<file path="config.mk">
export PLATFORM = sky130hd
export DESIGN_NAME = uart_top
export DESIGN_NICKNAME = d
export VERILOG_FILES = /design/src/design/uart_pkg.sv /design/src/design/uart_baud_timer.sv /design/src/design/uart_tx_ctrl.sv /design/src/design/uart_tx_shift.sv /design/src/design/uart_rx.sv /design/src/design/uart_top.sv
export SDC_FILE = /design/constraint.sdc
export NUM_CORES = 1
export LEC_CHECK = 0
export BUFFER_PORTS_ARGS = -buffer_cell sky130_fd_sc_hd__buf_4
export CAP_MARGIN = 20
export CORE_ASPECT_RATIO = 0.8
export CORE_MARGIN = 5
export CORE_UTILIZATION = 52
export DETAILED_ROUTE_END_ITERATION = 8
export GPL_ROUTABILITY_DRIVEN = 0
export PLACE_DENSITY = 0.83
export SLEW_MARGIN = 25
export SYNTH_ARGS = -nofsm -noshare
export SYNTH_HDL_FRONTEND = slang
export SYNTH_HIERARCHICAL = 1
export SYNTH_SLANG_ARGS = --single-unit
</file>
<file path="constraint.sdc">
create_clock -name sys_clk -period 2.52 [get_ports sys_clk]
set_clock_uncertainty 0.05 [all_clocks]
set_input_delay 0.252 -clock sys_clk [delete_from_list [all_inputs] [get_ports sys_clk]]
set_output_delay 0.252 -clock sys_clk [all_outputs]
set_load 0.02 [all_outputs]
</file>
<file path="src/design/uart_pkg.sv">
`default_nettype none

package uart_pkg;

	localparam int CLK_FREQ_HZ  = 50_000_000;
	localparam int BAUD_RATE    = 3_125_000;
	localparam int CLKS_PER_BIT = CLK_FREQ_HZ / BAUD_RATE; // 16 clocks per bit

	localparam int DATA_BITS = 8;
	localparam int STOP_BITS = 2;
	localparam int FRAME_W   = DATA_BITS + 1; // start bit + data

	localparam int CNT_W     = $clog2(CLKS_PER_BIT);
	localparam int BIT_CNT_W = $clog2(DATA_BITS + 1);

	localparam logic [CNT_W-1:0] CNT_LAST      = CNT_W'(CLKS_PER_BIT - 1);
	// first running cycle stands for the half point, so count on from there
	localparam logic [CNT_W-1:0] CNT_HALF_NEXT = CNT_W'(CLKS_PER_BIT / 2 + 1);

	localparam logic [BIT_CNT_W-1:0] DATA_LAST = BIT_CNT_W'(DATA_BITS - 1);
	localparam logic [BIT_CNT_W-1:0] STOP_LAST = BIT_CNT_W'(STOP_BITS - 1);

	typedef logic [DATA_BITS-1:0] data_t;

	typedef enum logic [1:0] {
		TX_IDLE,
		TX_START,
		TX_DATA,
		TX_STOP
	} tx_state_t;

	typedef enum logic [1:0] {
		SH_HOLD, // keep frame
		SH_LOAD, // start bit + data
		SH_NEXT  // shift down, fill with ones
	} shift_op_t;

	typedef struct packed {
		data_t data;
		logic  frame_err;
	} rx_word_t;

endpackage

`default_nettype wire

</file>
<file path="src/design/uart_baud_timer.sv">
`default_nettype none

module uart_baud_timer (
	input  wire  sys_clk,
	input  wire  sys_rst_n,
	input  wire  timer_run,
	input  wire  half_start,
	output logic bit_tick
);

	import uart_pkg::*;

	logic [CNT_W-1:0] cnt;

	// end of the current bit period
	assign bit_tick = timer_run && (cnt == CNT_LAST);

	always_ff @(posedge sys_clk or negedge sys_rst_n) begin
		if (!sys_rst_n) begin
			cnt <= '0;
		end else if (!timer_run) begin
			cnt <= '0; // parked while stopped
		end else if (bit_tick) begin
			cnt <= '0;
		end else if (half_start) begin
			cnt <= CNT_HALF_NEXT; // jump ahead, tick after half a bit
		end else begin
			cnt <= cnt + 1'b1;
		end
	end

endmodule

`default_nettype wire

</file>
<file path="src/design/uart_tx_ctrl.sv">
`default_nettype none

module uart_tx_ctrl (
	input  wire                 sys_clk,
	input  wire                 sys_rst_n,
	input  wire                 tx_req,
	output logic                tx_busy,
	output logic                tx_done,
	output uart_pkg::shift_op_t shift_op
);

	import uart_pkg::*;

	tx_state_t             state;
	logic [BIT_CNT_W-1:0]  bit_cnt;
	logic                  timer_run;
	logic                  bit_tick;
	logic                  accept;

	uart_baud_timer u_tx_timer (
		.sys_clk    (sys_clk),
		.sys_rst_n  (sys_rst_n),
		.timer_run  (timer_run),
		.half_start (1'b0),
		.bit_tick   (bit_tick)
	);

	assign tx_busy   = (state != TX_IDLE);
	assign timer_run = tx_busy;
	assign accept    = (state == TX_IDLE) && tx_req; // requests while busy are dropped

	// last cycle of the final stop bit
	assign tx_done = bit_tick && (state == TX_STOP) && (bit_cnt == STOP_LAST);

	always_comb begin
		if (accept)
			shift_op = SH_LOAD;
		else if (bit_tick)
			shift_op = SH_NEXT;
		else
			shift_op = SH_HOLD;
	end

	always_ff @(posedge sys_clk or negedge sys_rst_n) begin
		if (!sys_rst_n) begin
			state   <= TX_IDLE;
			bit_cnt <= '0;
		end else begin
			case (state)
				TX_IDLE: begin
					bit_cnt <= '0;
					if (accept)
						state <= TX_START;
				end
				TX_START: begin
					if (bit_tick) begin
						state   <= TX_DATA;
						bit_cnt <= '0;
					end
				end
				TX_DATA: begin
					if (bit_tick) begin
						if (bit_cnt == DATA_LAST) begin
							state   <= TX_STOP;
							bit_cnt <= '0;
						end else begin
							bit_cnt <= bit_cnt + 1'b1;
						end
					end
				end
				TX_STOP: begin
					if (bit_tick) begin
						if (bit_cnt == STOP_LAST) begin
							state   <= TX_IDLE; // tx_done this cycle
							bit_cnt <= '0;
						end else begin
							bit_cnt <= bit_cnt + 1'b1;
						end
					end
				end
				default: begin
					state   <= TX_IDLE;
					bit_cnt <= '0;
				end
			endcase
		end
	end

endmodule

`default_nettype wire

</file>
<file path="src/design/uart_tx_shift.sv">
`default_nettype none

module uart_tx_shift (
	input  wire                      sys_clk,
	input  wire                      sys_rst_n,
	input  wire uart_pkg::shift_op_t shift_op,
	input  wire uart_pkg::data_t     tx_data,
	output logic                     tx
);

	import uart_pkg::*;

	// bit 0 is the line, start bit sits lowest after a load
	logic [FRAME_W-1:0] frame;

	always_ff @(posedge sys_clk or negedge sys_rst_n) begin
		if (!sys_rst_n) begin
			frame <= '1; // line idles high
		end else begin
			case (shift_op)
				SH_LOAD:
					frame <= {tx_data, 1'b0};
				SH_NEXT:
					frame <= {1'b1, frame[FRAME_W-1:1]}; // ones become stop bits
				default:
					frame <= frame;
			endcase
		end
	end

	assign tx = frame[0];

endmodule

`default_nettype wire

</file>
<file path="src/design/uart_rx.sv">
`default_nettype none

module uart_rx (
	input  wire                sys_clk,
	input  wire                sys_rst_n,
	input  wire                rx,
	output logic               rx_valid,
	output uart_pkg::rx_word_t rx_word
);

	import uart_pkg::*;

	typedef enum logic [2:0] {
		RX_IDLE,
		RX_START,
		RX_DATA,
		RX_STOP,
		RX_WAIT  // half bit past the stop sample
	} rx_state_t;

	rx_state_t            state;
	logic                 rx_meta;
	logic                 rx_sync;
	logic                 rx_prev;
	logic                 fall;
	logic                 half_q;
	logic                 timer_run;
	logic                 bit_tick;
	logic [BIT_CNT_W-1:0] bit_cnt;
	data_t                data_sr;
	logic                 err_q;

	// two-flop synchronizer plus one stage for edge detect
	always_ff @(posedge sys_clk or negedge sys_rst_n) begin
		if (!sys_rst_n) begin
			rx_meta <= 1'b1;
			rx_sync <= 1'b1;
			rx_prev <= 1'b1;
		end else begin
			rx_meta <= rx;
			rx_sync <= rx_meta;
			rx_prev <= rx_sync;
		end
	end

	assign fall      = rx_prev && !rx_sync;
	assign timer_run = (state != RX_IDLE);

	uart_baud_timer u_rx_timer (
		.sys_clk    (sys_clk),
		.sys_rst_n  (sys_rst_n),
		.timer_run  (timer_run),
		.half_start (half_q),
		.bit_tick   (bit_tick)
	);

	// payload shift register, lsb arrives first
	always_ff @(posedge sys_clk) begin
		if (state == RX_DATA && bit_tick)
			data_sr <= {rx_sync, data_sr[DATA_BITS-1:1]};
	end

	always_ff @(posedge sys_clk or negedge sys_rst_n) begin
		if (!sys_rst_n) begin
			state    <= RX_IDLE;
			bit_cnt  <= '0;
			half_q   <= 1'b0;
			err_q    <= 1'b0;
			rx_valid <= 1'b0;
			rx_word  <= '0;
		end else begin
			rx_valid <= 1'b0;
			half_q   <= 1'b0;
			case (state)
				RX_IDLE: begin
					bit_cnt <= '0;
					if (fall) begin
						state  <= RX_START;
						half_q <= 1'b1; // aim for mid start bit
					end
				end
				RX_START: begin
					if (bit_tick)
						state <= rx_sync ? RX_IDLE : RX_DATA; // glitch goes back
				end
				RX_DATA: begin
					if (bit_tick) begin
						if (bit_cnt == DATA_LAST) begin
							state   <= RX_STOP;
							bit_cnt <= '0;
						end else begin
							bit_cnt <= bit_cnt + 1'b1;
						end
					end
				end
				RX_STOP: begin
					if (bit_tick) begin
						err_q  <= !rx_sync; // first stop bit only
						state  <= RX_WAIT;
						half_q <= 1'b1;
					end
				end
				RX_WAIT: begin
					if (bit_tick) begin
						rx_word.data      <= data_sr;
						rx_word.frame_err <= err_q;
						rx_valid          <= 1'b1;
						state             <= RX_IDLE;
					end
				end
				default: state <= RX_IDLE;
			endcase
		end
	end

endmodule

`default_nettype wire

</file>
<file path="src/design/uart_top.sv">
`default_nettype none

module uart_top (
	input  wire                     sys_clk,
	input  wire                     sys_rst_n,
	input  wire                     tx_req,
	input  wire uart_pkg::data_t    tx_data,
	output wire                     tx_busy,
	output wire                     tx_done,
	output wire                     tx,
	input  wire                     rx,
	output wire                     rx_valid,
	output wire uart_pkg::rx_word_t rx_word
);

	import uart_pkg::*;

	shift_op_t shift_op; // ctrl to frame register

	uart_tx_ctrl u_tx_ctrl (
		.sys_clk   (sys_clk),
		.sys_rst_n (sys_rst_n),
		.tx_req    (tx_req),
		.tx_busy   (tx_busy),
		.tx_done   (tx_done),
		.shift_op  (shift_op)
	);

	uart_tx_shift u_tx_shift (
		.sys_clk   (sys_clk),
		.sys_rst_n (sys_rst_n),
		.shift_op  (shift_op),
		.tx_data   (tx_data),
		.tx        (tx)
	);

	// receive side is independent of the transmitter
	uart_rx u_rx (
		.sys_clk   (sys_clk),
		.sys_rst_n (sys_rst_n),
		.rx        (rx),
		.rx_valid  (rx_valid),
		.rx_word   (rx_word)
	);

endmodule

`default_nettype wire

</file>
Word level (Yosys, flattened, before mapping) --
Cells that the tools add are included.
Word-level totals: flip-flop bits (word level) 53, input port bits 12, output and inout bits 13, word-level logic and storage cells 102
Operators by class: add/sub/neg operators 4, eq/ne operators 26, mux-type cells 36, reductions and logical operators 20
Operators by type and width (count):
- $mux 4 | 12
- $ne 2x1->1 const B | 10
- $mux 2 | 9
- $mux 3 | 6
- $pmux 9 s2 | 1
- $add 4x1->4 const B | 4
- $pmux 4 s4 | 1
- $pmux 3 s5 | 1
- $reduce_and 6->1 | 2
- $eq 4x3->1 const B | 2
- $eq 4x4->1 const B | 2
- $pmux 2 s4 | 1
- $pmux 4 s2 | 1
- $logic_and 1x1->1 | 7
- $eq 2x2->1 const B | 3
- $eq 3x2->1 const B | 2
- $reduce_and 2->1 | 3
- $reduce_bool 2->1 | 3
- $eq 2x1->1 const B | 2
- $eq 4x1->1 const B | 1
- $ne 2x2->1 const B | 2
- $eq 3x1->1 const B | 1
- $eq 3x3->1 const B | 1
- $logic_not 3->1 | 1
- other kinds (6) | 8

Logic depth before layout (Yosys ltp) --
depth after elaboration 6, gate-level depth with buffers 11, depth with buffers taken out 9

Cells and area by module --
Netlist, hierarchy kept.
Modules (own cells, without submodules):
- uart_rx | instances 1, cells each 85, area each 1196.1 µm², sequential area each 794.5 µm²
- uart_tx_shift | instances 1, cells each 41, area each 446.7 µm², sequential area each 236.5 µm²
- uart_tx_ctrl | instances 1, cells each 48, area each 439.2 µm², sequential area each 150.1 µm²
- uart_baud_timer | instances 2, cells each 17, area each 190.2 µm², sequential area each 100.1 µm²

Worst setup path before layout --
OpenSTA, ideal clock, no wires.
kind reg2reg, start register u_rx.state[1], end register u_rx.data_sr[0] (enable), setup time 0.402 ns, arrival time 2.268 ns, required time 2.068 ns, slack -0.200 ns, cell stages (with the launch flop) 7, path buffers 1, clock period less this slack 2.720 ns, cells stage by stage dfrtp_1 > clkbuf_1 > or3_2 > inv_1 > nor2_1 > inv_1 > nor4b_1
On the way: word-level cells in the longest chain between the ends 3, elaborated cells between the ends (all ways) 4, classes of those cells eq/ne (1); reduce/logical (3)
RTL lines:
- start: declaration | line uart_rx.sv:21 | rx_state_t state;
- start signal: assignment | line uart_rx.sv:84 | state <= rx_sync ? RX_IDLE : RX_DATA;
- $reduce_bool 3->1 | line uart_rx.sv:47 | assign timer_run = (state != RX_IDLE);
- named net u_rx.timer_run | line uart_rx.sv:27 | logic timer_run;
- $logic_and 1x1->1 | line uart_baud_timer.sv:16 | assign bit_tick = timer_run && (cnt == CNT_LAST);
- named net u_rx.bit_tick | line uart_rx.sv:28 | logic bit_tick;
- $logic_and 1x1->1 | line uart_rx.sv:59 | if (state == RX_DATA && bit_tick)
- end signal: assignment | line uart_rx.sv:60 | data_sr <= {rx_sync, data_sr[DATA_BITS-1:1]};
- end: declaration | line uart_rx.sv:30 | data_t data_sr;
The timed path passes the listed nets, and every way through them passes these cells. A chain may end at the register's enable or synchronous reset.

Worst setup path after layout --
start register u_tx_ctrl.state[0], end output port tx_done
On the way: word-level cells in the longest chain between the ends 4, elaborated cells between the ends (all ways) 5, classes of those cells eq/ne (1); reduce/logical (4)
RTL lines:
- start: declaration | line uart_tx_ctrl.sv:14 | tx_state_t state;
- start signal: assignment | line uart_tx_ctrl.sv:46 | state <= TX_IDLE;
- start signal: assignment | line uart_tx_ctrl.sv:53 | state <= TX_START;
- start signal: assignment | line uart_tx_ctrl.sv:57 | state <= TX_DATA;
- $reduce_bool 2->1 | line uart_tx_ctrl.sv:28 | assign tx_busy = (state != TX_IDLE);
- $logic_and 1x1->1 | line uart_baud_timer.sv:16
- named net u_tx_ctrl.bit_tick | line uart_tx_ctrl.sv:17 | logic bit_tick;
- $logic_and 1x1->1 (2 in series) | line uart_tx_ctrl.sv:33 | assign tx_done = bit_tick && (state == TX_STOP) && (bit_cnt == STOP_LAST);
- end: declaration | line uart_top.sv:9 | output wire tx_done,
The timed path passes the listed nets, and every way through them passes these cells.

==> metrics.yaml <==
drt:
  post_drt_wl_per_cell_um: 14.00
  drt_iter0_drc: 88
  routed_wl_mm: 4.257
  firstDrtPassIters: 4
  ant_nets: 0
  drc: 0
  vias_per_cell: 5.260
  via_count: 1599
global_route:
  grt_pass1_vias: 1626
  overflow: 0
  grt_pass1_wl_mm: 7.300
  grt_usage_pct: 14.77
  grt_start_max_net_pins: 46
  antenna_found_initial: 0
clock_network:
  cts_tree: "done"
  cts_max_path_buffers: 2
  cts-root-buf: "clkbuf_8"
  numCtsBuffers: 5
  post-cts-setup-buffers: 0
  htreeDepth: 2
  cts.sinks: 53
  clk_pin_slew_worst_paths_ps: 100
  clock_latency_ps: 300
power:
  vdd_drop_max_mv: 0.4947
  p_leak_nw: 1.272
  powerDensity_nw_per_um2: 891.8
  p_total_mw: 2.536
worst_setup_path:
  crit_fanout: 5
  cp_top_family: "simple AND/OR/NAND/NOR gates"
  path_cells: "inv_1 -> ha_1 -> inv_1 -> inv_1 -> nor2_1 -> nor2b_1 -> and4b_1 -> buf_4"
  end_kind: "output port"
  slowest_delay_ps: 380
  critPathKind: "reg2out"
  slowest_stage: "dfrtp_1"
  crit_top_cell: "inv_1"
  cp.arrival_ps: 1960
  worst-path-buf-inv: 4
  cp_data_required_time_ps: 2220
  startpoint_type: "flop"
finish:
  area.growth.synth_to_final_pct: 15.50
  design_area_sq_um: 2844
  antenna_cells: 0
  nets: 266
  stdcell_count: 304
  fin_util_pct: 61.87
  drive_gt1_share_pct: 28.28
logic_synthesis:
  synthTopCellsByArea: "dfrtp_1, dfstp_2, edfxtp_1, ha_1, mux2_2"
  synthAdderAreaFrac_pct: 5.589
  synth_xor_xnor_area_share_pct: 1.067
  synth_top_area_cell: "dfrtp_1"
  yosysSeqAreaShare_pct: 56.10
  syn_area_per_cell_sq_um: 11.84
  synthArstFlopShare_pct: 84.91
  synth_compound_area_share_pct: 9.959
  synth_edf_count: 8
  ys_ff_latch: 53
  syn_area_sq_um: 2462
  synth_top_cell_area_share_pct: 33.54
  synth_warnings: 6
  synth.distinct_cells: 45
  synth_mux_area_share_pct: 8.283
  synth_commonest_cells: "dfrtp_1, nand2_1, dfstp_2, o21ai_0, ha_1"
  synthCells: 208
  synth_top_family_by_area: "simple AND/OR/NAND/NOR gates"
  synth_most_common_cell: "dfrtp_1"
  ys.flop_type: "dfrtp_1"
  synth-simple-area-share_pct: 15.04
floorplan:
  dieArea_sq_um: 6220
  fp-row-count: 22
  core-area_sq_um: 4597
  die_h_um: 71.55
  ios: 25
  initial_utilization_pct: 53.57
  die-width_um: 86.94
flow_run:
  drv_cap: 0
timing:
  final-hold-violation-count: 0
  fmax_mhz: 441.2
  finalSetupTns_ps: 0
  holdWs_ps: 148.5
  worst_slack_ps: 253.2
  period_share_pct: 89.95
  setup_viol: 0
  rsz0062_at_grt: "false"
  worstMarginPinSlew_ps: 559.8
  maxSlewViolCount: 0
  slew_headroom_pct: 62.68
  fin_crit_ps: 2267
min_path:
  hp-class: "in2reg"
place:
  dpl.cell_count: 294
  placed_area_sq_um: 2713
  preCtsSetupSlack_ps: 286.1
  port-buffer-count: 24
  hpwl_mm: 3.010
outcome:
  status: "completed"
## final cells by class
cell class / instances / area (sq um)
Inverter: 8 / 30.03
Clock inverter: 2 / 38.79
Sequential cell: 53 / 1381
Clock buffer: 6 / 72.57
Tap cell: 60 / 75.07
Multi-Input combinational cell: 144 / 1008
Timing Repair Buffer: 31 / 237.7
Fill cell: 358 / 1753
## layout by cell type, fill, tap and decap left out, types with 3 or more instances in the layout
cell type / count
ha_1: 11
nand3_1: 6
and4b_1: 3
o21ai_0: 12
o21ai_1: 5
nor2_1: 9
a311oi_1: 4
mux2_2: 10
o21ai_2: 3
nand2b_1: 3
mux2i_1: 8
conb_1: 5
dfstp_2: 12
dfrtp_1: 33
buf_4: 29
nand2_1: 25
edfxtp_1: 8
nor3_1: 5
nor2b_1: 4
clkbuf_8: 5
inv_1: 8
## what timing repair did
item | CTS | global route
resized for setup | 0 | 0
hold buffers | 2 | 0
hold endpoints to repair | 34 | 0
## where the power goes
| group | switching, mW | internal, mW | leakage, nW |
|---|---|---|---|
| clock network | 0.268 | 0.298 | 0.0554 |
| logic | 0.425 | 0.329 | 0.583 |
| registers | 0.129 | 1.09 | 0.634 |
## path summary, 6_finish.rpt
| path | start | endpoint | slack (ps) | cells past startpoint |
|---|---|---|---|---|
| min in group asynchronous | sys_rst_n | u_tx_ctrl/u_tx_timer/cnt[0]$_DFF_PN0_ | 430 | 2 |
| setup reg to reg | u_rx/u_rx_timer/cnt[0]$_DFF_PN0_ | u_rx/data_sr[4]$_DFFE_PP_ | 270 | 6 |
| setup / recovery | u_tx_ctrl/state[0]$_DFFE_PN0P_ | tx_done | 250 | 8 |
| hold / removal | tx_data[7] | u_tx_shift/frame[8]$_DFFE_PN1P_ | 150 | 3 |
| hold reg to reg | u_rx/rx_meta$_DFF_PN1_ | u_rx/rx_sync$_DFF_PN1_ | 310 | 0 |
| max in group asynchronous | sys_rst_n | u_rx/state[2]$_DFFE_PN0P_ | 1610 | 2 |
## registers in the layout (all words and copies together) (netlist names), 2 cells and up
| signal | count |
|---|---|
| u_tx_shift/frame | 9 |
| u_rx/state | 3 |
| u_rx/data_sr | 8 |
| u_rx/u_rx_timer/cnt | 4 |
| u_tx_ctrl/bit_cnt | 4 |
| u_tx_ctrl/u_tx_timer/cnt | 4 |
| u_rx/bit_cnt | 4 |
| u_tx_ctrl/state | 2 |
| u_rx/rx_word | 9 |
## worst reg2reg max path, stage by stage (launching register included)
cell     delay [ps]
dfrtp_1         400
ha_1            210
nand3_1         120
nor2_1          390
inv_1           210
nor4b_2         360
buf_4           230
## routing by layer
metal	track usage [%]	wire (um)	up-vias
li1	-	-	803
met1	19.44	2019	752
met2	23.50	1957	35
met3	3.563	187	9
met4	5.882	93	0
met5	0	0	-
## logic make-up after synthesis
group | after synthesis
buffers and inverters | 15
AND/OR/NAND/NOR | 69
flip-flops | 53
XOR/XNOR | 3
AO/OA/AOI/OAI | 37
multiplexers | 19
adder cells (fa/ha/maj) | 11
other | 1
Power figures use the tool's default switching activity.
